### config.mk
export PLATFORM = sky130hd
export DESIGN_NAME = machine_timer
export DESIGN_NICKNAME = d
export VERILOG_FILES = /design/src/hdl/soc_pkg.sv /design/src/hdl/machine_timer.sv
export SDC_FILE = /design/constraint.sdc
export NUM_CORES = 1
export LEC_CHECK = 0
export ABC_AREA = 1
export BUFFER_PORTS_ARGS = -buffer_cell sky130_fd_sc_hd__clkbuf_2
export CAP_MARGIN = 5
export CORE_MARGIN = 5
export CORE_UTILIZATION = 55
export CTS_CLUSTER_DIAMETER = 50
export DETAILED_ROUTE_END_ITERATION = 8
export PLACE_DENSITY = 0.83
export SLEW_MARGIN = 20
export SYNTH_ARGS = -nofsm -noshare
export SYNTH_HDL_FRONTEND = slang
export SYNTH_SLANG_ARGS = --single-unit
### constraint.sdc
create_clock -name CLOCK_50 -period 4.6 [get_ports CLOCK_50]
set_clock_uncertainty 0.1 [all_clocks]
set_input_delay 0.23 -clock CLOCK_50 [delete_from_list [all_inputs] [get_ports CLOCK_50]]
set_output_delay 0.23 -clock CLOCK_50 [all_outputs]
set_load 0.1 [all_outputs]
### src/hdl/soc_pkg.sv
package soc_pkg;

    typedef logic [63:0] bus_addr_t;
    typedef logic [63:0] bus_data_t;
    typedef logic [31:0] ram_word_t;
    typedef logic [9:0]  ram_index_t;   // word index into the 4 KiB RAM
    typedef logic [2:0]  plic_prio_t;
    typedef logic [31:0] plic_mask_t;   // one bit per interrupt source

    // plic register selector
    // sel[3] low means priority, sel[2:0] is the source id
    // sel[3:2] is PSEL_ENABLE or PSEL_THRESH otherwise, sel[0] is the context
    typedef logic [3:0]  preg_sel_t;

    typedef enum logic [2:0] {
        ls_b  = 3'd0,
        ls_h  = 3'd1,
        ls_w  = 3'd2,
        ls_d  = 3'd3,
        ls_bu = 3'd4,
        ls_hu = 3'd5,
        ls_wu = 3'd6
    } ls_type_e;

    typedef enum logic [1:0] {
        st_idle,
        st_access,
        st_beat2,   // upper word of a double
        st_done
    } fabric_state_e;

    localparam bus_addr_t RAM_BASE       = 64'h0000_0000_8000_0000;
    localparam int        RAM_WORDS      = 1024;
    localparam bus_addr_t RAM_BYTES      = 64'(RAM_WORDS * 4);

    localparam bus_addr_t MTIME_ADDR     = 64'h0000_0000_0200_BFF8;
    localparam bus_addr_t MTIMECMP_ADDR  = 64'h0000_0000_0200_4000;
    localparam bus_data_t MTIMECMP_RESET = 64'h0000_0000_8000_0000;

    localparam bus_addr_t PLIC_BASE         = 64'h0000_0000_0C00_0000;
    localparam int        PLIC_SOURCES      = 6;
    localparam bus_addr_t PLIC_PENDING      = PLIC_BASE + 64'h1000;
    localparam bus_addr_t PLIC_ENABLE       = PLIC_BASE + 64'h2000;
    localparam bus_addr_t CTX_ENABLE_STRIDE = 64'h80;
    localparam bus_addr_t PLIC_THRESHOLD    = PLIC_BASE + 64'h20_0000;
    localparam bus_addr_t PLIC_CLAIM        = PLIC_BASE + 64'h20_0004;
    localparam bus_addr_t CTX_STRIDE        = 64'h1000;
    localparam int        UART_IRQ_ID       = 1;

    localparam logic [1:0] PSEL_ENABLE = 2'b10;
    localparam logic [1:0] PSEL_THRESH = 2'b11;

endpackage

### src/hdl/machine_timer.sv
`timescale 1ns/1ps

module machine_timer import soc_pkg::*; (
    input  logic      CLOCK_50,
    input  logic      KEY0,
    input  logic      cmp_we,
    input  bus_data_t cmp_wdata,
    output bus_data_t mtime,
    output bus_data_t mtimecmp,
    output logic      mtip
);

    always_ff @(posedge CLOCK_50 or negedge KEY0) begin
        if (!KEY0) begin
            mtime    <= '0;
            mtimecmp <= MTIMECMP_RESET;
        end else begin
            mtime <= mtime + 1'b1;   // one tick per clock
            if (cmp_we) begin
                mtimecmp <= cmp_wdata;
            end
        end
    end

    // unsigned compare
    assign mtip = mtime >= mtimecmp;

endmodule

## Yosys cells after proc, flatten, opt, wreduce, memory -nomap -nowiden

Index checks and enable logic that the tools add are counted.

| word-level totals | value |
|---|---|
| register bits after elaboration | 128 |
| bits of input ports | 67 |
| output and inout bits | 129 |
| logic and storage cells | 4 |

| cells by class | value |
|---|---|
| add/sub/neg operators | 1 |
| $lt $le $gt $ge | 1 |

Operator list:

| kind | count |
|---|---|
| adder 64 x 1 -> 64 bit, second input constant | 1 |
| greater-or-equal comparator 64 bit | 1 |

## Longest topological paths before layout

| depth | value |
|---|---|
| depth in word-level cells | 1 |
| gate-level depth with buffers | 15 |

## Worst setup path before layout

OpenSTA, ideal clock, no wires.

| timing | value |
|---|---|
| kind | flip-flop to output port |
| start point | reg mtime[0] |
| end point | out mtip |
| arrival time | 2.708 ns |
| data required time | 4.270 ns |
| slack | 1.562 ns |
| stages on the path, launching flop included | 16 |
| buffers on the path | 0 |
| path through | dfrtp_1 -> inv_1 -> ha_1 -> inv_1 -> nand2_1 -> nand2_1 -> nand2_1 -> nand2_1 -> nand2_1 -> nand2_1 -> nand2_1 -> nand2_1 -> nand2_1 -> nand2_1 -> nand2_1 -> nand2_1 |

| between the ends | value |
|---|---|
| word-level cells in the longest chain between the ends | 1 |

RTL lines:

| what | line | text |
|---|---|---|
| start, declared | machine_timer.sv:8 | `output bus_data_t mtime,` |
| start signal, assigned | machine_timer.sv:18 | `mtime <= mtime + 1'b1;` |
| greater-or-equal comparator 64 bit | machine_timer.sv:26 | `assign mtip = mtime >= mtimecmp;` |
| end, declared | machine_timer.sv:10 | `output logic mtip` |

Every way passes these cells.

## Final worst setup path

| timing | value |
|---|---|
| start point | reg mtimecmp[31] |
| end point | out mtip |

| between the ends | value |
|---|---|
| word-level cells in the longest chain between the ends | 1 |

RTL lines:

| what | line | text |
|---|---|---|
| start, declared | machine_timer.sv:9 | `output bus_data_t mtimecmp,` |
| start signal, assigned | machine_timer.sv:20 | `mtimecmp <= cmp_wdata;` |
| greater-or-equal comparator 64 bit | machine_timer.sv:26 |  |

Every way passes these cells.

==> metrics.yaml <==
status: "completed"
drt-initial-drc-count: 484
met3_usage_pct: 6.76
drc: 0
avgSynthCellArea_um2: 7.96
numPortBuffers: 195
crit_slowest_cell: "dfstp_2"
worstPathCellList: "inv_1 > ha_1 > nand4_1 > nor3_1 > and3_1 > nand2_1 > nand2_1 > nand2_1 > nand2_1 > clkbuf_2"
met2_usage_pct: 49.1
crit_top_cell: "nand2_1"
grt.total_usage_pct: 29.4
clk_latency_ns: 0.42
relSlewSlack_pct: 51.2
vias: 7343
synth_seq_area_share_pct: 42.5
critPathBufInv: 2
ys_ff_latch: 128
synth.top_cell.area_share_pct: 42.1
worst_hold_path_type: "primary input to register"
antenna_found_initial: 0
cts_tree: "done"
firstDrtPassIters: 5
synth_cells: 948
fin_util_pct: 74.3
grt_pass1_wl_um: 37200
dpl_cell_area_um2: 8700
cts_buffers: 17
cp_max_fo: 3
max_freq_mhz: 331
required_ns: 4.27
cts-resized-gates: 0
clockRootBuffer: "clkbuf_16"
cts_max_level: 4
dp_worst_setup_slack_ns: 2.10
slew_viol_final: 0
synthTopCellsByArea: "dfrtp_1 (42%), nand2_1 (12%), ha_1 (11%)"
die_area_um2: 16200
critPathTopFamily: "simple AND/OR/NAND/NOR gates"
fin_area_um2: 9920
leakage_nw: 5.08
min_period_ns: 3.02
start_util_pct: 56.5
tightest_slew_ns: 0.727
fin_crit_sh_pct: 65.7
fillers: 1001
coreArea_um2: 13300
fp-row-count: 42
grt_max_degree: 128
ioPinCount: 196
wl_per_cell_um: 16.7
drive_above_1_share_pct: 20.4
hold_violations: 0
slowest_delay_ns: 0.54
maxCapViolations: 0
busiest_layer: "met2"
cts_buffer_depth: 2
ys_types: 30
yosysWarnings: 0
gp_congestion: 1.01
finalNetCount: 1347
ant_nets: 0
start_kind: "register"
via_per_inst: 5.23
yosysTopAreaCell: "dfrtp_1"
use_met1_pct: 37.5
path_class: "register to output port"
fin_ws_ns: 1.58
setup_viol: 0
cp.arrival_ns: 2.69
cts_sinks: 128
p_total_w: 0.00316
post_cts_buffers: 0
die_h_um: 127
diodes: 0
grt_pass1_vias: 7478
synth_fp_nets: 1080
overflow: 0
rsz0062_at_grt: "no"
hold_buffers: 64
syn_to_final_growth_pct: 31.5
hpwl_um: 17100
power.density_nw_per_um2: 319
die_x_um: 127
netlist_area_um2: 7540
cp-end-kind: "output port"
finalWirelength_um: 23500
finalSetupTns_ns: 0
vdd_ir_drop_max_mv: 0.249
clkTransAtPathRegs_ns: 0.05
-- metrics by stage --
step           hold WS, ns  std cells
2_1_floorplan       -0.166        948
3_3_place_gp        0.0753       1307
3_5_place_dp        0.0730       1307
4_1_cts             0.0365       1403
5_1_grt             0.0179       1404
6_report            0.0324       1404
-- final timing paths --
kind	cells after the start	slack, ns	end	from
worst min register to register	1	0.41	mtime[63]$_DFF_PN0_	mtime[63]$_DFF_PN0_
worst min-delay path	3	0.03	mtimecmp[63]$_DFFE_PN0P_	cmp_wdata[63]
worst max register to register	7	2.12	mtime[54]$_DFF_PN0_	mtime[0]$_DFF_PN0_
max in group asynchronous	3	3.25	mtime[10]$_DFF_PN0_	KEY0
min in group asynchronous	2	0.17	mtimecmp[44]$_DFFE_PN0P_	KEY0
worst max-delay path	10	1.58	mtip	mtimecmp[31]$_DFFE_PN1P_
-- state kept, by name, indices dropped and copies added, names as in the netlist --
signal,flops
mtimecmp,64
mtime,64
-- per-layer routing --
metal  up-vias  wire [µm]
met5         -          0
met4         0        659
met3        50       1830
met2       291      11100
met1      3431       9910
li1       3571          -
-- kinds of logic after synthesis --
| kind of cell | after synthesis | synth area share (%) |
|---|---|---|
| simple gates | 450 | 26.0 |
| xor+xnor | 56 | 6.50 |
| flops | 128 | 42.5 |
| compound gates | 99 | 6.63 |
| buf+inv | 149 | 7.46 |
| mux | 1 | 0.149 |
| fa+ha+maj | 65 | 10.8 |
-- power breakdown --
| part | switching (W) | internal (W) |
|---|---|---|
| registers | 0.0000287 | 0.00118 |
| clock network | 0.000471 | 0.000795 |
| logic | 0.000550 | 0.000142 |
-- cells in the final DEF (no fill, tap or decap), drive strengths merged, types with 20 or more instances in the layout --
| master | instances |
|---|---|
| nor3 | 38 |
| dlygate4sd3 | 64 |
| dfrtp | 127 |
| xor2 | 39 |
| nand3 | 38 |
| nor2 | 103 |
| inv | 135 |
| nand2 | 246 |
| nand4 | 20 |
| a21oi | 26 |
| ha | 65 |
| clkbuf | 219 |
| o21ai | 71 |
-- worst min-delay path: stages --
cell	delay, ns
clkbuf_2	0.08
nand2_1	0.09
o21ai_0	0.11
-- cell usage after synthesis, drive strengths merged --
library cell and n:
nand2 246, inv 135, dfrtp 127, nor2 103
o21ai 71, ha 65, xor2 39, nand3 38
nor3 38, a21oi 26, nand4 20, xnor2 17
clkbuf 11, buf 3, a21o 2, nor3b 2
and3 1, dfstp 1, mux2 1, nand3b 1
nor4 1
-- final cells by class --
class | count | area [µm²] | area share, %
clock buffer | 26 | 499 | 5.03
multi-input combinational | 671 | 3780 | 38.1
timing repair buffer | 262 | 1660 | 16.7
inverter | 135 | 507 | 5.11
sequential | 128 | 3200 | 32.3
tap | 176 | 220 | 2.22
clock inverter | 6 | 55.1 | 0.555
(Power assumes the default switching activity.)
