<file path="src/hdl/soc_pkg.sv">
package soc_pkg;

    typedef logic [63:0] bus_addr_t;
    typedef logic [63:0] bus_data_t;
    typedef logic [31:0] ram_word_t;
    typedef logic [9:0]  ram_index_t;   // word index into the 4 KiB RAM
    typedef logic [2:0]  plic_prio_t;
    typedef logic [31:0] plic_mask_t;   // one bit per interrupt source

    // plic register selector
    // sel[3] low means priority, sel[2:0] is the source id
    // sel[3:2] is PSEL_ENABLE or PSEL_THRESH otherwise, sel[0] is the context
    typedef logic [3:0]  preg_sel_t;

    typedef enum logic [2:0] {
        ls_b  = 3'd0,
        ls_h  = 3'd1,
        ls_w  = 3'd2,
        ls_d  = 3'd3,
        ls_bu = 3'd4,
        ls_hu = 3'd5,
        ls_wu = 3'd6
    } ls_type_e;

    typedef enum logic [1:0] {
        st_idle,
        st_access,
        st_beat2,   // upper word of a double
        st_done
    } fabric_state_e;

    localparam bus_addr_t RAM_BASE       = 64'h0000_0000_8000_0000;
    localparam int        RAM_WORDS      = 1024;
    localparam bus_addr_t RAM_BYTES      = 64'(RAM_WORDS * 4);

    localparam bus_addr_t MTIME_ADDR     = 64'h0000_0000_0200_BFF8;
    localparam bus_addr_t MTIMECMP_ADDR  = 64'h0000_0000_0200_4000;
    localparam bus_data_t MTIMECMP_RESET = 64'h0000_0000_8000_0000;

    localparam bus_addr_t PLIC_BASE         = 64'h0000_0000_0C00_0000;
    localparam int        PLIC_SOURCES      = 6;
    localparam bus_addr_t PLIC_PENDING      = PLIC_BASE + 64'h1000;
    localparam bus_addr_t PLIC_ENABLE       = PLIC_BASE + 64'h2000;
    localparam bus_addr_t CTX_ENABLE_STRIDE = 64'h80;
    localparam bus_addr_t PLIC_THRESHOLD    = PLIC_BASE + 64'h20_0000;
    localparam bus_addr_t PLIC_CLAIM        = PLIC_BASE + 64'h20_0004;
    localparam bus_addr_t CTX_STRIDE        = 64'h1000;
    localparam int        UART_IRQ_ID       = 1;

    localparam logic [1:0] PSEL_ENABLE = 2'b10;
    localparam logic [1:0] PSEL_THRESH = 2'b11;

endpackage

</file>
<file path="src/hdl/plic_gateway.sv">
`timescale 1ns/1ps

module plic_gateway import soc_pkg::*; (
    input  logic       CLOCK_50,
    input  logic       KEY0,
    input  logic       ext_irq,
    input  plic_mask_t enable0,
    input  plic_mask_t enable1,
    input  logic       claim_strobe,
    input  logic       claim_ctx,
    output plic_mask_t claim_id,
    output plic_mask_t pending,
    output logic       meip,
    output logic       seip
);

    logic       irq_s;     // synchroniser stage
    logic       irq_d;
    plic_mask_t claim0;
    plic_mask_t claim1;

    always_ff @(posedge CLOCK_50 or negedge KEY0) begin
        if (!KEY0) begin
            irq_s   <= 1'b0;
            irq_d   <= 1'b0;
            pending <= '0;
        end else begin
            irq_s <= ext_irq;
            irq_d <= irq_s;
            if (claim_strobe && claim_id != '0) begin
                pending[claim_id[4:0]] <= 1'b0;
            end
            if (irq_s && !irq_d) begin
                pending[UART_IRQ_ID] <= 1'b1;  // a new edge wins over a claim
            end
        end
    end

    // only one source, so no priority compare
    assign claim0 = (pending[UART_IRQ_ID] && enable0[UART_IRQ_ID]) ?
                    plic_mask_t'(UART_IRQ_ID) : '0;
    assign claim1 = (pending[UART_IRQ_ID] && enable1[UART_IRQ_ID]) ?
                    plic_mask_t'(UART_IRQ_ID) : '0;

    assign claim_id = claim_ctx ? claim1 : claim0;
    assign meip     = claim0 != '0;
    assign seip     = claim1 != '0;

endmodule

</file>
<file path="config.mk">
export PLATFORM = sky130hd
export DESIGN_NAME = plic_gateway
export DESIGN_NICKNAME = d
export VERILOG_FILES = /design/src/hdl/soc_pkg.sv /design/src/hdl/plic_gateway.sv
export SDC_FILE = /design/constraint.sdc
export NUM_CORES = 1
export LEC_CHECK = 0
export BUFFER_PORTS_ARGS = -buffer_cell sky130_fd_sc_hd__buf_2
export CAP_MARGIN = 20
export CORE_MARGIN = 1.5
export CORE_UTILIZATION = 25
export CTS_CLUSTER_DIAMETER = 200
export CTS_CLUSTER_SIZE = 30
export DETAILED_ROUTE_END_ITERATION = 7
export PLACE_DENSITY_LB_ADDON = 0.1
export SETUP_SLACK_MARGIN = 0.5
export SKIP_CTS_REPAIR_TIMING = 1
export SLEW_MARGIN = 20
export SYNTH_ARGS = -nofsm -noshare
export SYNTH_HDL_FRONTEND = slang
export SYNTH_SLANG_ARGS = --single-unit
</file>
<file path="constraint.sdc">
create_clock -name CLOCK_50 -period 1.3 [get_ports CLOCK_50]
set_input_delay 0.26 -clock CLOCK_50 [delete_from_list [all_inputs] [get_ports CLOCK_50]]
set_output_delay 0.26 -clock CLOCK_50 [all_outputs]
set_load 0.01 [all_outputs]
</file>
# == After elaboration in Yosys (flattened, before gate mapping) ==
# Cells that the tools add are included.
# word_totals
reg_bits,34
latch_bits,0
mem_bits_rw,0
romBits,0
in_bits,69
word_cells,25
mem_count,0
# op_classes
n_addsub,0
mul,0
n_div,0
n_lt_le_gt_ge,2
n_eq_ne,0
shifts,0
muxes,7
n_bitwise,2
n_reduce_logical,10
# op_table
cell,n
32-bit nonzero test,3
32-bit bitwise AND,1
32-bit inverter,1
"5-bit by 6-bit < comparator with 1-bit output, second input constant",1
1-bit demux with 5-bit select,1
"5-bit by 1-bit >= comparator with 1-bit output, second input constant",1
1-bit logical AND,5
1-bit two-way mux,5
2-bit two-way mux,1
2-bit nonzero test,1
1-bit zero test,1

# == Depth between registers and ports, before layout ==
# logic_depth
word_depth,11
depth_mapped,2

# == Worst setup path before layout ==
# Ideal clock, no wire load.
# synth_timing
path_kind,input to output
start,in claim_ctx
end,out claim_id[0]
arrival_time_ns,0.686
required_time_ns,1.040
path_slack_ns,0.354
stages,2
n_path_buf,0
path_cell_list,mux2i_1 > and2b_2
# synth_via
elab_chain_cells,1
# synth_lines
item,line_no,text
start: declaration,plic_gateway.sv:10,"input logic claim_ctx,"
1-bit two-way mux,plic_gateway.sv:45,assign claim_id = claim_ctx ? claim1 : claim0;
end: declaration,plic_gateway.sv:11,"output plic_mask_t claim_id,"
# No other way between the ends.

# == Worst setup path after layout ==
# layout_timing
start,reg pending[1]
end,out claim_id[0]
# layout_via
elab_chain_cells,3
elab_cells_between_ends,5
classes_between,mux: 3; reduce/logical: 2
# layout_lines
item,line_no,text
start: declaration,plic_gateway.sv:12,"output plic_mask_t pending,"
start signal: assignment,plic_gateway.sv:26,pending <= '0;
start signal: indexed assignment,plic_gateway.sv:31,pending[claim_id[4:0]] <= 1'b0;
start signal: indexed assignment,plic_gateway.sv:34,pending[UART_IRQ_ID] <= 1'b1;
"1-bit logical AND, on equally long branches","plic_gateway.sv:40, plic_gateway.sv:42",
"1-bit two-way mux, on equally long branches","plic_gateway.sv:40, plic_gateway.sv:42",
1-bit two-way mux *,plic_gateway.sv:45,
# Mark *: on every way between the ends. The rest lies on a longest branch, timed or not.

==> impl_metrics.sql <==
INSERT INTO impl_metrics (metric_group, metric, value, unit) VALUES
('clock_network', 'clock_tree_from_tritoncts', 'built', ''),
('worst_setup_path', 'worstPathMaxFanout', '6', ''),
('drt', 'routed_via_density', '2.696', ''),
('job', 'drv.max_cap_violation_count', '0', ''),
('worst_setup_path', 'cp_data_arrival_time', '1000', 'ps'),
('logic_synthesis', 'post_synth.cell_area_avg', '8.336', 'sq um'),
('drt', 'num_vias', '310', ''),
('timing', 'timing.final.crit_period', '1257', 'ps'),
('drt', 'totalWireLength', '641', 'um'),
('logic_synthesis', 'ys_ff_latch', '4', ''),
('worst_setup_path', 'critical_path.startpoint', 'pending[1]', ''),
('logic_synthesis', 'post_synth_most_frequent_cells', 'buf_4, dfrtp_1, and2_1', ''),
('global_route', 'globalRouteOverflowTotal', '0', ''),
('timing', 'fin_ws', '42.96', 'ps'),
('placement', 'buffer_ports.inserted', '11', ''),
('drt', 'drt_iter0_drc', '0', ''),
('timing', 'finalSetupTns', '0', 'ps'),
('final_layout', 'nFillCells', '248', ''),
('worst_setup_path', 'setup.worst_path.end_class', 'output pin', ''),
('logic_synthesis', 'synth_top_area_share', '74.24', '%'),
('logic_synthesis', 'syn_area', '616.8', 'sq um'),
('worst_setup_path', 'worstSetupPathType', 'reg -> out', ''),
('worst_setup_path', 'r2r_cells', '2', ''),
('power_and_ir_drop', 'netSwitchingFraction', '38.15', '%'),
('logic_synthesis', 'synth_area_leader_cell', 'buf_4', ''),
('floorplan', 'die_width', '52.67', 'um'),
('logic_synthesis', 'synth.top_cells.by_area', 'buf_4, dfrtp_1, and2_1, a221o_1, mux2i_1', ''),
('timing', 'clock_skew_after_layout', '0.9042', 'ps'),
('worst_setup_path', 'timing.rr.end', 'pending[1]', ''),
('hold_path', 'min_path_type', 'in -> reg', ''),
('hold_path', 'timing.hold.worst_endpoint', 'irq_s', ''),
('worst_setup_path', 'worst-r2r-setup-slack', '370', 'ps'),
('logic_synthesis', 'postSynth.asyncResetShare', '100.0', '%'),
('timing', 'timing.fmax', '795.5', 'MHz'),
('clock_network', 'numClockSinks', '4', ''),
('logic_synthesis', 'ys.warnings.count', '0', ''),
('worst_setup_path', 'r2r_start', 'pending[1]', ''),
('floorplan', 'start_util', '27.10', '%'),
('final_layout', 'area_delta_synth_final', '-14.20', '%'),
('global_route', 'wire_length_of_the_first_global_routing_pass', '800', 'um'),
('hold_path', 'hold-path-cell-count', '1', ''),
('power_and_ir_drop', 'p_sw', '0.0001743', 'W'),
('global_route', 'grtUsageMet2', '5.208', '%'),
('hold_path', 'source_of_the_worst_hold_timing_path', 'ext_irq', ''),
('final_layout', 'num-nets-final', '158', ''),
('timing', 'rsz0062_at_grt', 'true', ''),
('power_and_ir_drop', 'power_frac_comb', '33.1', '%'),
('logic_synthesis', 'ys.flop_type', 'dfrtp_1', ''),
('clock_network', 'ctsHtreeMaxLevel', '1', ''),
('global_route', 'antenna_found_initial', '0', ''),
('floorplan', 'boundaryPins', '135', ''),
('logic_synthesis', 'yosysSeqAreaShare', '16.23', '%'),
('floorplan', 'design.core.area', '2276', 'sq um'),
('placement', 'placedInstanceArea', '475.5', 'sq um'),
('power_and_ir_drop', 'ir_drop', '0.3907', 'mV'),
('global_route', 'grt_use_total', '4.494', '%'),
('timing', 'setup_viol', '0', ''),
('run_status', 'outcome', 'finished, final reports clean', ''),
('logic_synthesis', 'synth-edff-count', '0', ''),
('drt', 'detailedRoute.firstPassIterationCount', '1', ''),
('placement', 'place.detailed.hpwl', '506.7', 'um'),
('placement', 'place_ws', '113.8', 'ps'),
('worst_setup_path', 'start_kind', 'flop', ''),
('floorplan', 'floorplan.die_area', '2774', 'sq um'),
('placement', 'globalplace.congestion', '0.6240', ''),
('timing', 'post-route-period-util', '96.70', '%'),
('timing', 'finalHoldViolations', '0', ''),
('drt', 'detail_route.wl_per_cell', '5.574', 'um'),
('logic_synthesis', 'postSynthCellCount', '74', ''),
('clock_network', 'clock_tree.root_cell', 'clkbuf_4', ''),
('clock_network', 'worst_skew_pair_later_pin_latency', '240', 'ps');
## worst max-delay path, stage by stage, from the launching register on
cell and delay, ps:
dfrtp_2 430, and2b_2 210, buf_6 120
## metrics by stage
stage          util (%)  total power, W  cells  hold WS [ps]
3_3_place_gp      20.89       0.0002726    111         72.81
4_1_cts           21.88       0.0004457    114        -193.0
6_report          23.25       0.0004569    115         126.6
2_1_floorplan         -       0.0003811    134        -35.59
3_5_place_dp      20.89       0.0002713    111         69.78
5_1_grt           23.25       0.0005011    115         121.0
## state kept, by name, summed over array words and instances, names as in the netlist
signal	count
pending	2
irq_d	1
irq_s	1
## area by class of cell
cell class                      count  area (sq um)  area share (%)
Clock buffer                        3         22.52           4.255
Timing Repair Buffer               12         77.57           14.66
Tap cell                           28         35.03           6.619
Multi-Input combinational cell     67         289.0           54.61
Inverter                            1         3.754          0.7092
Sequential cell                     4         101.3           19.15
## how the worst max path moves through the flow
stage                  endpoint  slack (ps)  cells after the start
global placement    claim_id[0]         100                      4
floorplan           claim_id[0]         350                      2
detailed placement  claim_id[0]         110                      4
global route        claim_id[0]           3                      2
CTS                 claim_id[0]          20                      2
finish              claim_id[0]          40                      2
## per-layer routing
layer  wire length, um  vias up
met2               293       47
met3               130        4
met4                19        0
met1               198      131
li1                  -      128
met5                 0        -
## power by group through the flow
stage	sequential (W)	combinational, W	clock (W)
finish	0.000141	0.000151	0.000165
global placement	0.000141	0.000132	0
CTS	0.000139	0.000132	0.000174
floorplan	0.000141	0.000240	0
detailed placement	0.000141	0.000131	0
global route	0.000141	0.000172	0.000188
## layout by cell type, fill, tap and decap left out
cell type / count
a221o_1: 1
and2_4: 2
and2b_2: 1
buf_2: 9
buf_6: 2
clkbuf_4: 3
conb_1: 61
dfrtp_1: 3
dfrtp_2: 1
dlygate4sd3_1: 1
inv_1: 1
mux2i_1: 1
nor2b_4: 1
## logic make-up (layout without fill, tap and decap cells)
logic type	after synthesis	after routing	synth area share, %
buffers and inverters	63	16	75.46
other	1	61	0.6079
muxes	1	1	1.623
AOI/OAI and AO/OA	1	1	1.623
and+or+nand+nor	4	4	4.463
DFF	4	4	16.23
(Power assumes the default switching activity.)
