<file path="src/hdl/soc_pkg.sv">
package soc_pkg;

    typedef logic [63:0] bus_addr_t;
    typedef logic [63:0] bus_data_t;
    typedef logic [31:0] ram_word_t;
    typedef logic [9:0]  ram_index_t;   // word index into the 4 KiB RAM
    typedef logic [2:0]  plic_prio_t;
    typedef logic [31:0] plic_mask_t;   // one bit per interrupt source

    // plic register selector
    // sel[3] low means priority, sel[2:0] is the source id
    // sel[3:2] is PSEL_ENABLE or PSEL_THRESH otherwise, sel[0] is the context
    typedef logic [3:0]  preg_sel_t;

    typedef enum logic [2:0] {
        ls_b  = 3'd0,
        ls_h  = 3'd1,
        ls_w  = 3'd2,
        ls_d  = 3'd3,
        ls_bu = 3'd4,
        ls_hu = 3'd5,
        ls_wu = 3'd6
    } ls_type_e;

    typedef enum logic [1:0] {
        st_idle,
        st_access,
        st_beat2,   // upper word of a double
        st_done
    } fabric_state_e;

    localparam bus_addr_t RAM_BASE       = 64'h0000_0000_8000_0000;
    localparam int        RAM_WORDS      = 1024;
    localparam bus_addr_t RAM_BYTES      = 64'(RAM_WORDS * 4);

    localparam bus_addr_t MTIME_ADDR     = 64'h0000_0000_0200_BFF8;
    localparam bus_addr_t MTIMECMP_ADDR  = 64'h0000_0000_0200_4000;
    localparam bus_data_t MTIMECMP_RESET = 64'h0000_0000_8000_0000;

    localparam bus_addr_t PLIC_BASE         = 64'h0000_0000_0C00_0000;
    localparam int        PLIC_SOURCES      = 6;
    localparam bus_addr_t PLIC_PENDING      = PLIC_BASE + 64'h1000;
    localparam bus_addr_t PLIC_ENABLE       = PLIC_BASE + 64'h2000;
    localparam bus_addr_t CTX_ENABLE_STRIDE = 64'h80;
    localparam bus_addr_t PLIC_THRESHOLD    = PLIC_BASE + 64'h20_0000;
    localparam bus_addr_t PLIC_CLAIM        = PLIC_BASE + 64'h20_0004;
    localparam bus_addr_t CTX_STRIDE        = 64'h1000;
    localparam int        UART_IRQ_ID       = 1;

    localparam logic [1:0] PSEL_ENABLE = 2'b10;
    localparam logic [1:0] PSEL_THRESH = 2'b11;

endpackage

</file>
<file path="src/hdl/plic_regs.sv">
`timescale 1ns/1ps

module plic_regs import soc_pkg::*; (
    input  logic       CLOCK_50,
    input  logic       KEY0,
    input  logic       we,
    input  preg_sel_t  sel,
    input  plic_mask_t wdata,
    output plic_mask_t rdata,
    output plic_mask_t enable0,
    output plic_mask_t enable1
);

    plic_prio_t prio [0:PLIC_SOURCES-1];
    plic_mask_t enable [0:1];
    plic_prio_t threshold [0:1];    // stored only, the claim ignores it

    always_ff @(posedge CLOCK_50 or negedge KEY0) begin
        if (!KEY0) begin
            for (int i = 0; i < PLIC_SOURCES; i++) begin
                prio[i] <= '0;
            end
            enable[0]    <= '0;
            enable[1]    <= '0;
            threshold[0] <= '0;
            threshold[1] <= '0;
        end else if (we) begin
            case (sel[3:2])
                PSEL_ENABLE: enable[sel[0]] <= wdata;
                PSEL_THRESH: threshold[sel[0]] <= wdata[2:0];
                default: begin
                    if (sel[2:0] < PLIC_SOURCES) begin
                        prio[sel[2:0]] <= wdata[2:0];
                    end
                end
            endcase
        end
    end

    always_comb begin
        case (sel[3:2])
            PSEL_ENABLE: rdata = enable[sel[0]];
            PSEL_THRESH: rdata = plic_mask_t'(threshold[sel[0]]);
            default: begin
                if (sel[2:0] < PLIC_SOURCES) begin
                    rdata = plic_mask_t'(prio[sel[2:0]]);
                end else begin
                    rdata = '0;
                end
            end
        endcase
    end

    assign enable0 = enable[0];  // machine context
    assign enable1 = enable[1];  // supervisor context

endmodule

</file>
<file path="config.mk">
export PLATFORM = sky130hd
export DESIGN_NAME = plic_regs
export DESIGN_NICKNAME = d
export VERILOG_FILES = /design/src/hdl/soc_pkg.sv /design/src/hdl/plic_regs.sv
export SDC_FILE = /design/constraint.sdc
export NUM_CORES = 1
export LEC_CHECK = 0
export BUFFER_PORTS_ARGS = -buffer_cell sky130_fd_sc_hd__clkbuf_2
export CORE_MARGIN = 10
export CORE_UTILIZATION = 45
export DETAILED_ROUTE_END_ITERATION = 16
export HOLD_SLACK_MARGIN = 0.08
export PLACE_DENSITY = 0.79
export SYNTH_ARGS = -nofsm -noshare
export SYNTH_HDL_FRONTEND = slang
export SYNTH_SLANG_ARGS = --single-unit
</file>
<file path="constraint.sdc">
create_clock -name CLOCK_50 -period 1.2 [get_ports CLOCK_50]
set_input_delay 0.06 -clock CLOCK_50 [delete_from_list [all_inputs] [get_ports CLOCK_50]]
set_output_delay 0.06 -clock CLOCK_50 [all_outputs]
set_load 0.01 [all_outputs]
</file>
==> Word level (Yosys, flattened, before mapping) <==
Cells that the tools add are included.
{ "word_totals": {"reg_bits": 88, "inputBits": 39, "output_inout_bits": 96, "word_cells": 46} }
{ "op_classes": {"order_cmp": 5, "eq_ne": 2, "n_mux": 20, "bitwise": 3, "n_reduce_logical": 6} }
{ "ops": {"columns": ["op", "n"], "rows": [
  ["2-to-1 mux 32 bit", 4],
  ["bitwise mux 64 bit", 1],
  ["one-hot mux 32 bit (2 select lines)", 1],
  ["demux 32 bit (select 1 bit)", 1],
  ["2-to-1 mux 3 bit", 8],
  ["bitwise mux 18 bit", 1],
  ["binary-select mux 3 bit (select 3 bit)", 1],
  ["demux 3 bit (select 3 bit)", 1],
  ["bitwise mux 6 bit", 1],
  ["== test 2 bit (second input constant)", 2],
  [">= comparator 4 bit (second input constant)", 1],
  ["< comparator 4 x 1 -> 1 bit (second input constant)", 1],
  ["inverter 3 -> 4 bit", 1],
  ["AND reduction 2 bit", 2],
  ["demux 3 bit (select 1 bit)", 1],
  ["< comparator 3 bit (second input constant)", 1],
  ["AND reduction 3 bit", 1],
  [">= comparator 2 bit (second input constant)", 1],
  ["logical AND 1 bit", 2],
  ["< comparator 2 x 1 -> 1 bit (second input constant)", 1],
  ["inverter 1 -> 2 bit", 1],
  ["OR reduction 2 bit", 1],
  ["inverter 1 bit", 1]
]} }

==> Longest topological paths before layout <==
Gate-level depths: netlist of run 1.
{ "depth": {"depth_word": 6, "mapped_depth": 6, "depth_no_buf": 4} }

==> Worst setup path after synthesis of run 1 <==
OpenSTA, ideal clock, no wires.
{ "synth_timing": {"kind": "input port to flip-flop", "startpoint": "input port sel[0]", "endpoint": "register enable, in the netlist enable0[0]", "setup_time_ns": 0.125, "arrival_ns": 0.988, "required_time_ns": 1.075, "slack_ns": 0.087, "cell_stages": 5, "n_path_buf": 3, "path_cell_list": "buf_2 > and3b_1 > buf_6 > buf_12 > mux2_4"} }
{ "synth_between": {"elab_chain_len": 6, "elab_cells_between_ends": 7, "classes_between": "order compare: 2; mux: 3; bitwise: 1; reduce/logical: 1"} }
{ "synth_lines": {"columns": ["item", "line", "source"], "rows": [
  ["start, declared", "plic_regs.sv:7", "input preg_sel_t sel,"],
  ["inverter 1 -> 2 bit (not written as such) *", "plic_regs.sv:29", "PSEL_ENABLE: enable[sel[0]] <= wdata;"],
  [">= comparator 2 bit (not written as such) / < comparator 2 x 1 -> 1 bit (equally long branches)", "plic_regs.sv:29", null],
  ["logical AND 1 bit (not written as such)", "plic_regs.sv:29", null],
  ["2-to-1 mux 32 bit (not written as such)", "plic_regs.sv:29", null],
  ["demux 32 bit (select 1 bit) *", "plic_regs.sv:29", null],
  ["bitwise mux 64 bit *", "plic_regs.sv:29", null],
  ["end signal, assigned by index", "plic_regs.sv:29", null],
  ["end, declared", "plic_regs.sv:15", "plic_mask_t enable [0:1];"]
]} }
Every way passes the cells marked *; elsewhere a longest branch is shown, timed or not.
A chain may end at the register's enable or synchronous reset.

==> Worst setup path after layout of run 1 <==
{ "layout_timing": {"startpoint": "register prio[8] (netlist name)", "endpoint": "output port rdata[2]"} }
{ "layout_between": {"elab_chain_len": 5} }
{ "layout_lines": {"columns": ["item", "line", "source"], "rows": [
  ["start, declared", "plic_regs.sv:14", "plic_prio_t prio [0:PLIC_SOURCES-1];"],
  ["start signal, assigned by index", "plic_regs.sv:33", "prio[sel[2:0]] <= wdata[2:0];"],
  ["binary-select mux 3 bit (select 3 bit)", "plic_regs.sv:46", "rdata = plic_mask_t'(prio[sel[2:0]]);"],
  ["2-to-1 mux 3 bit (not written as such) (2 in a row)", "plic_regs.sv:46", null],
  ["2-to-1 mux 3 bit", "plic_regs.sv:45", "if (sel[2:0] < PLIC_SOURCES) begin"],
  ["one-hot mux 32 bit (2 select lines)", "plic_regs.sv:41", "case (sel[3:2])"],
  ["end, declared", "plic_regs.sv:9", "output plic_mask_t rdata,"]
]} }
No other way between the ends. The select of a mux whose other input is x is not followed.

==> results of run 1 <==
## layer usage
metal | global-route usage, % | share of wire [%] | wire, µm | up-vias
li1 | - | - | - | 1478
met1 | 19.26 | 41 | 4624 | 1579
met2 | 27.47 | 49 | 5564 | 98
met3 | 4.485 | 8.5 | 959 | 16
met4 | 5.354 | 1.5 | 170 | 0
met5 | 0 | 0 | 0 | -
## logic make-up after synthesis
kind of cell	count (synthesis)	share of synthesized area [%]
AO/OA/AOI/OAI	11	1.763
multiplexers	131	36.02
AND/OR/NAND/NOR	52	6.110
flip-flops	88	51.70
buffers and inverters	22	4.407
## area by class of cell
class / instances / area [µm²] / share of cell area (%)
clock buffer: 11 / 141.4 / 2.404
multi-input combinational: 194 / 1882 / 32.00
timing repair buffer: 215 / 1451 / 24.68
tap: 129 / 161.4 / 2.745
clock inverter: 5 / 40.04 / 0.6809
antenna: 1 / 2.502 / 0.04255
sequential: 88 / 2202 / 37.45
## how the worst min path moves through the flow
stage | from | end | slack [ns] | depth (start not counted)
2_1_floorplan | KEY0 | enable0[0] | -0.24 | 0
3_3_place_gp | KEY0 | enable0[29] | 0.01 | 1
3_5_place_dp | KEY0 | enable1[29] | 0.02 | 1
4_1_cts | wdata[0] | enable1[0] | 0.09 | 2
5_1_grt | wdata[0] | enable1[0] | 0.12 | 2
6_report | wdata[0] | prio[0] | 0.11 | 2
## power groups by stage
| stage | clock network, mW | logic, mW | registers (mW) |
|---|---|---|---|
| finish | 1.87 | 2.82 | 4.13 |
| CTS | 1.94 | 2.60 | 4.12 |
| detailed placement | 0 | 2.47 | 4.18 |
| global route | 2.06 | 3.05 | 4.21 |
| global placement | 0 | 2.41 | 4.14 |
| floorplan | 0 | 1.22 | 4.29 |
## registers in the layout (all words and copies together), names as in the netlist
register and cells:
enable1 32, threshold 6, prio 18, enable0 32
## worst max-delay path, cell delays in order, from the launching register on
cell	delay (ns)
dfrtp_1	0.38
mux2i_1	0.16
o22ai_1	0.12
o21ai_1	0.15
o221ai_1	0.13
buf_2	0.17
## repair_timing
item                                    4_1_cts  5_1_grt
pin swaps                                     2        3
endpoints found under the setup margin       32       30
setup buffers                                 2       20
hold endpoints to repair                    146        0
hold buffers                                 30        0
resized for setup                             7        6
## metrics by stage
step                      cells  setup TNS, ns  utilization, %  setup WS [ns]
after floorplan             304              0               -        0.08671
after global placement      574         -1.784           56.28       -0.05942
after detailed placement    574         -3.158           56.28       -0.07896
after CTS                   622        -0.8412           61.86        -0.2958
after global routing        642         -1.607           63.62        -0.4112
final                       643        -0.7917           63.64        -0.3021
## cell usage after synthesis
master | number | area (µm²)
dfrtp_1 | 88 | 2202
mux2_2 | 56 | 630.6
mux2i_1 | 43 | 430.4
nor2_1 | 31 | 116.4
mux2_4 | 30 | 450.4
buf_2 | 6 | 30.03
buf_4 | 5 | 37.54
buf_6 | 4 | 45.04
nand2_1 | 4 | 15.01
buf_1 | 3 | 11.26
buf_12 | 3 | 60.06
nand2b_1 | 3 | 18.77
nor3_1 | 3 | 15.01
o221ai_1 | 3 | 26.28
o22ai_1 | 3 | 18.77
mux2_1 | 2 | 22.52
nand3_1 | 2 | 10.01
nand4b_1 | 2 | 17.52
o21ai_0 | 2 | 10.01
a21o_1 | 1 | 7.510
a21oi_1 | 1 | 5.000
and2b_1 | 1 | 7.510
and3b_1 | 1 | 8.760
and4bb_2 | 1 | 12.51
clkbuf_1 | 1 | 3.750
nand3_2 | 1 | 10.01
nand4_1 | 1 | 6.260
nor2b_4 | 1 | 13.76
o21a_1 | 1 | 7.510
or3b_2 | 1 | 8.760
==> run metrics, run 1 <==
worst setup path end=rdata[2]; R2R Path Start=enable0[31]; fin area=5881 µm²; row cnt=35; Reg power frac=46.8%; RSZ-0062 raised after global routing=true; Post-Route WL=11.32 mm; initial antenna violation count=0; largest net degree at the start of global routing=39; Worst Tran Pin Value=0.4145 ns; CP startpoint=prio[8]; IO buf count=134; Yosys Warn Count=0; Worst setup SP type=flop; root buf cell=clkbuf_8; number of nets in the layout=547; Crit path required time=1.14 ns; Seq/Total Area, Yosys=51.70%; Fin Hold WS=0.1057 ns; final hold violation count=0; first-pass GRT wire length=17.61 mm; clock buffer depth=2; commonest cells after routing, fill and taps aside=clkbuf_2, dfrtp_1, mux2_2; worst setup margin=-0.3021 ns; VDD IR max=0.0006318 V; Post-Syn Area=4259 µm²; Vias/cell=4.932; count of pins over their slew limit=0; share of layout cells above drive strength 1=57.12%; failing checks=setup timing; vias=3171; TritonCTS clock tree=built; Detail Route Antenna Nets=0; Switching Share=31.47%; clock share of power=21.2%; Fillers=696; syn_nets=343; clk_skew=0 ns; reg-to-reg setup timing slack=0.18 ns; clock slew at reported path FFs=0.09 ns; GRT overflow=0; clk_lat worst skew=0.34 ns; post-route total power=8.810 mW; Internal=6.037 mW; Sw Pwr=2.773 mW; Setup violations, final=3; die extent in y=117.3 µm; Residual DRC=0; PwrDens=1498 nW/µm²; cell count after synthesis=304; crit path kind=reg2out; vias in the first global route=3367; drt pass-1 iters=4; Hold Path Class=in2reg; count of cell types in the netlist=30; Core Area=9240 µm²; Max Freq=0.6657 GHz; synthesized area per cell=14.01 µm²; FF-to-FF End=enable0[31]; I/O Pins=135; drt wl/cell=17.60 µm; Final Cycle Share=125.2%; commonest non-fill, non-tap cell in the layout=clkbuf_2; Chip Width=117.3 µm; DIE AREA=13760 µm²; crit path DAT=1.44 ns; Final HPWL DP=8.031 mm; CTS buffer count=9; Leak=2.961 nW; logic gate share of total power=32.0%; # Max-Cap Violations=0; clk sink count=88; H-tree depth=3; Yosys reg bits=88; DRT iter0 DRCs=149; crit path time final=1.502 ns; status=complete, but fails checks; Slew HR=72.37%; area post-placement=5200 µm²; crit end category=output pin; Starting Density=46.09%; Area growth syn-to-layout=38.07%; CP Max Fanout=2; gr usage total=16.15%; Final GP Congestion=0.8520; R2R depth=3
Note: power is estimated with default switching activity, not from simulation.
==> inputs of run 2 (changes only) <==
--- a/config.mk
+++ b/config.mk
@@ -6,11 +6,14 @@
 export NUM_CORES = 1
 export LEC_CHECK = 0
 export BUFFER_PORTS_ARGS = -buffer_cell sky130_fd_sc_hd__clkbuf_2
+export CAP_MARGIN = 20
+export CELL_PAD_IN_SITES_DETAIL_PLACEMENT = 1
+export CELL_PAD_IN_SITES_GLOBAL_PLACEMENT = 1
 export CORE_MARGIN = 10
-export CORE_UTILIZATION = 45
+export CORE_UTILIZATION = 41
 export DETAILED_ROUTE_END_ITERATION = 16
 export HOLD_SLACK_MARGIN = 0.08
-export PLACE_DENSITY = 0.79
+export PLACE_DENSITY = 0.88
 export SYNTH_ARGS = -nofsm -noshare
 export SYNTH_HDL_FRONTEND = slang
 export SYNTH_SLANG_ARGS = --single-unit
==> run metrics, run 2 (synthesis results as in run 1) <==
TritonCTS clock tree=built; GRT overflow=0; commonest non-fill, non-tap cell in the layout=clkbuf_2; final core utilization=59.37%; post-route total power=9.352 mW; worst setup margin=-0.4058 ns; fin area=6075 µm²; vias in the first global route=3827; area of the multi-input gates=1894 µm²; Sum Neg Setup Slack=-1.562 ns; # Max-Cap Violations=0; RSZ-0062 raised after global routing=true; Core Area=10230 µm²; die extent in y=121.9 µm; Leak=3.085 nW; DIE AREA=14860 µm²; drt pass-1 iters=4; CP Max Fanout=2; reg-to-reg setup timing slack=0.21 ns; Seq. cell area=2202 µm²; Post-Route WL=16.46 mm; Worst setup SP type=flop; clock slew at reported path FFs=0.11 ns; vias=3447; R2R depth=2; count of pins over their slew limit=0; clk sink count=88; I/O Pins=135; final hold violation count=0; Crit path required time=1.14 ns; Worst path top cell family by delay=compound AO/OA/AOI/OAI gates; crit path time final=1.606 ns; Residual DRC=0; initial antenna violation count=1; Worst Tran Pin Value=0.2999 ns; Starting Density=41.63%; Final GP Congestion=0.8603; FF-to-FF End=enable1[3]; Detail Route Antenna Nets=0; Chip Width=121.9 µm; VDD IR max=0.0006992 V; WP buf/inv=1; CP startpoint=prio[13]; Final HPWL DP=9.521 mm; R2R Path Start=enable1[3]; Vias/cell=5.145; Max Freq=0.6227 GHz; DRT iter0 DRCs=228; Slew HR=79.94%; share of layout cells above drive strength 1=58.91%; IO buf count=134; failing checks=setup timing; Area growth syn-to-layout=42.63%; Setup violations, final=18; Fillers=1067; Hold Path Class=in2async; first-pass GRT wire length=22.51 mm; row cnt=37; gr usage total=19.34%; largest net degree at the start of global routing=55; crit end category=output pin; clk_lat worst skew=0.34 ns; crit-path cells=mux2i_1 > o21a_1 > o221ai_2 > a21o_1 > clkbuf_2; commonest cells after routing, fill and taps aside=clkbuf_2, dfrtp_1, buf_4; status=complete, but fails checks; area post-placement=5171 µm²; root buf cell=clkbuf_8; clk_skew=0 ns; number of nets in the layout=567; crit path kind=reg2out; H-tree depth=3; PwrDens=1539 nW/µm²; clock buffer depth=2; Final Cycle Share=133.8%; CTS buffer count=9; Slowest-stage cell, CP=dfrtp_1; drt wl/cell=24.57 µm; crit path DAT=1.55 ns; crit-path max cell delay=0.40 ns
-- run 2: worst max-delay path by stage --
stage | end | slack (ns) | cells past startpoint
final | rdata[1] | -0.41 | 5
after global routing | rdata[1] | -0.50 | 5
after CTS | rdata[0] | -0.37 | 5
after detailed placement | rdata[1] | -0.1 | 7
after global placement | rdata[1] | -0.08 | 6
after floorplan | enable0[0] | 0.09 | 5
-- run 2: report_power, final --
group          switching, mW  internal [mW]
clock                   1.08          0.753
sequential             0.561           3.63
combinational           1.53           1.80
total                   3.17           6.18
-- run 2: layout make-up --
type	count	area share, %
multi-input cells	194	31.18
clock buffers	11	2.163
flip-flops and latches	88	36.25
clock inverters	5	0.5561
diodes	1	0.04119
repair buffers	235	27.00
well taps	136	2.801
-- run 2: what timing repair did --
action	in CTS	in global routing
resized for setup	11	12
buffers inserted	16	29
endpoints found under the hold margin	146	0
pin swaps	4	4
setup endpoints to repair	25	31
cloned	2	0
hold buffers	30	0
-- run 2: metrics by stage --
step | cells | setup WS (ns) | hold WS [ns]
5_1_grt | 670 | -0.5025 | 0.1233
6_report | 670 | -0.4058 | 0.1136
3_5_place_dp | 576 | -0.09976 | -0.05836
4_1_cts | 640 | -0.3722 | 0.1082
2_1_floorplan | 304 | 0.08671 | -0.2356
3_3_place_gp | 576 | -0.07572 | -0.06427
-- run 2: layer usage --
| layer | wire (µm) | vias up | track usage (%) |
|---|---|---|---|
| li1 | - | 1523 | - |
| met1 | 6430 | 1763 | 22.11 |
| met2 | 8589 | 129 | 34.49 |
| met3 | 927 | 32 | 5.412 |
| met4 | 511 | 0 | 5.365 |
| met5 | 0 | - | 0 |
==> inputs of run 3 (changes only) <==
--- a/config.mk
+++ b/config.mk
@@ -11,6 +11,7 @@
 export CELL_PAD_IN_SITES_GLOBAL_PLACEMENT = 1
 export CORE_MARGIN = 10
 export CORE_UTILIZATION = 41
+export CTS_BUF_LIST = sky130_fd_sc_hd__clkbuf_4 sky130_fd_sc_hd__clkbuf_8 sky130_fd_sc_hd__clkbuf_16
 export DETAILED_ROUTE_END_ITERATION = 16
 export HOLD_SLACK_MARGIN = 0.08
 export PLACE_DENSITY = 0.88
==> run metrics, run 3 (synthesis results as in run 1) <==
status=complete, but fails checks; failing checks=setup timing; Core Area=10230 µm²; IO buf count=134; Residual DRC=0; Leak=3.098 nW; Max Freq=0.6320 GHz; initial antenna violation count=1; TritonCTS clock tree=built; DRT iter0 DRCs=220; Crit path required time=1.14 ns; Final Cycle Share=131.9%; CP Max Fanout=2; drt pass-1 iters=4; # Max-Cap Violations=0; PwrDens=1542 nW/µm²; commonest non-fill, non-tap cell in the layout=clkbuf_2; crit path time final=1.582 ns; H-tree depth=3; Sum Neg Setup Slack=-1.499 ns; clock buffer depth=2; post-route total power=9.381 mW; first-pass GRT wire length=22.74 mm; Setup violations, final=16; final hold violation count=0; CTS buffer count=9; Starting Density=41.63%; clock slew at reported path FFs=0.09 ns; CP startpoint=prio[6]; number of nets in the layout=568; root buf cell=clkbuf_8; worst setup margin=-0.3823 ns; clk_skew=0 ns; crit path DAT=1.52 ns; R2R Path Start=enable1[3]; crit path kind=reg2out; drt wl/cell=24.07 µm; VDD IR max=0.0005922 V; RSZ-0062 raised after global routing=true; gr usage total=19.55%; row cnt=37; Vias/cell=5.200; Chip Width=121.9 µm; Post-Route WL=16.15 mm; Hold Path Class=in2async; final core utilization=59.48%; clk_lat worst skew=0.36 ns; count of pins over their slew limit=0; crit end category=output pin; I/O Pins=135; DIE AREA=14860 µm²; commonest cells after routing, fill and taps aside=clkbuf_2, dfrtp_1, buf_4; Final HPWL DP=9.521 mm; Detail Route Antenna Nets=0; die extent in y=121.9 µm; clk sink count=88; share of layout cells above drive strength 1=59.18%; Worst setup SP type=flop; Slew HR=80.19%; largest net degree at the start of global routing=55; vias=3489; Worst Tran Pin Value=0.2889 ns; Area growth syn-to-layout=42.89%; Final GP Congestion=0.8603; GRT overflow=0; vias in the first global route=3813; setup slack after placement=-0.09976 ns
==> run 3: cell types whose count changed in the layout (fill, tap and decap cells not counted), sizes merged <==
cell and change:
buf +1
==> run 3: layout make-up <==
cell class	count	area (µm²)
tap	136	170.2
sequential	88	2202
multi-input combinational	194	1891
fill	1061	4145
antenna	1	2.502
timing repair buffer	236	1648
clock buffer	11	138.9
clock inverter	5	33.78
==> run 3: what timing repair did <==
item | 4_1_cts | 5_1_grt
buffers inserted | 16 | 30
cloned | 2 | 0
endpoints found under the hold margin | 146 | 0
hold buffers | 30 | 0
setup endpoints to repair | 25 | 31
pin swaps | 4 | 3
gates resized for setup | 11 | 11
==> run 3: critical path, cell delays in order, from the launching register on <==
cell and delay, ns:
dfrtp_1 0.42, mux2i_1 0.18, o22ai_1 0.12, o21ai_1 0.13, o221ai_1 0.14, buf_2 0.18
==> run 3: per-layer routing <==
layer | track usage, % | share of wire, % | routed length [µm] | up-vias
met5 | 0 | 0 | 0 | -
met4 | 4.545 | 1.8 | 286 | 0
met3 | 5.227 | 6.3 | 1025 | 24
met2 | 35.30 | 53 | 8503 | 140
met1 | 22.47 | 39 | 6338 | 1802
li1 | - | - | - | 1523
==> run 3: path summary, 6_finish.rpt <==
path | endpoint | slack (ns) | cells after the start
max in group asynchronous | enable0[21] | 0.51 | 3
setup / recovery | rdata[0] | -0.38 | 5
hold / removal | enable1[18] | 0.11 | 2
setup reg to reg | enable1[3] | 0.21 | 2
min in group CLOCK_50 | prio[13] | 0.13 | 2
hold reg to reg | prio[10] | 0.51 | 1
==> run 3: stage by stage <==
step                hold WS [ns]  cell area [µm²]  std cells
CTS                       0.1085             5853        640
finish                    0.1129             6086        671
global route              0.1167             6086        671
floorplan                -0.2356             4259        304
detailed placement      -0.05836             5171        576
global placement        -0.06427             5171        576
==> run 3: power by group <==
part	internal (mW)	switching (mW)
combinational	1.81	1.53
clock	0.796	1.07
sequential	3.63	0.551
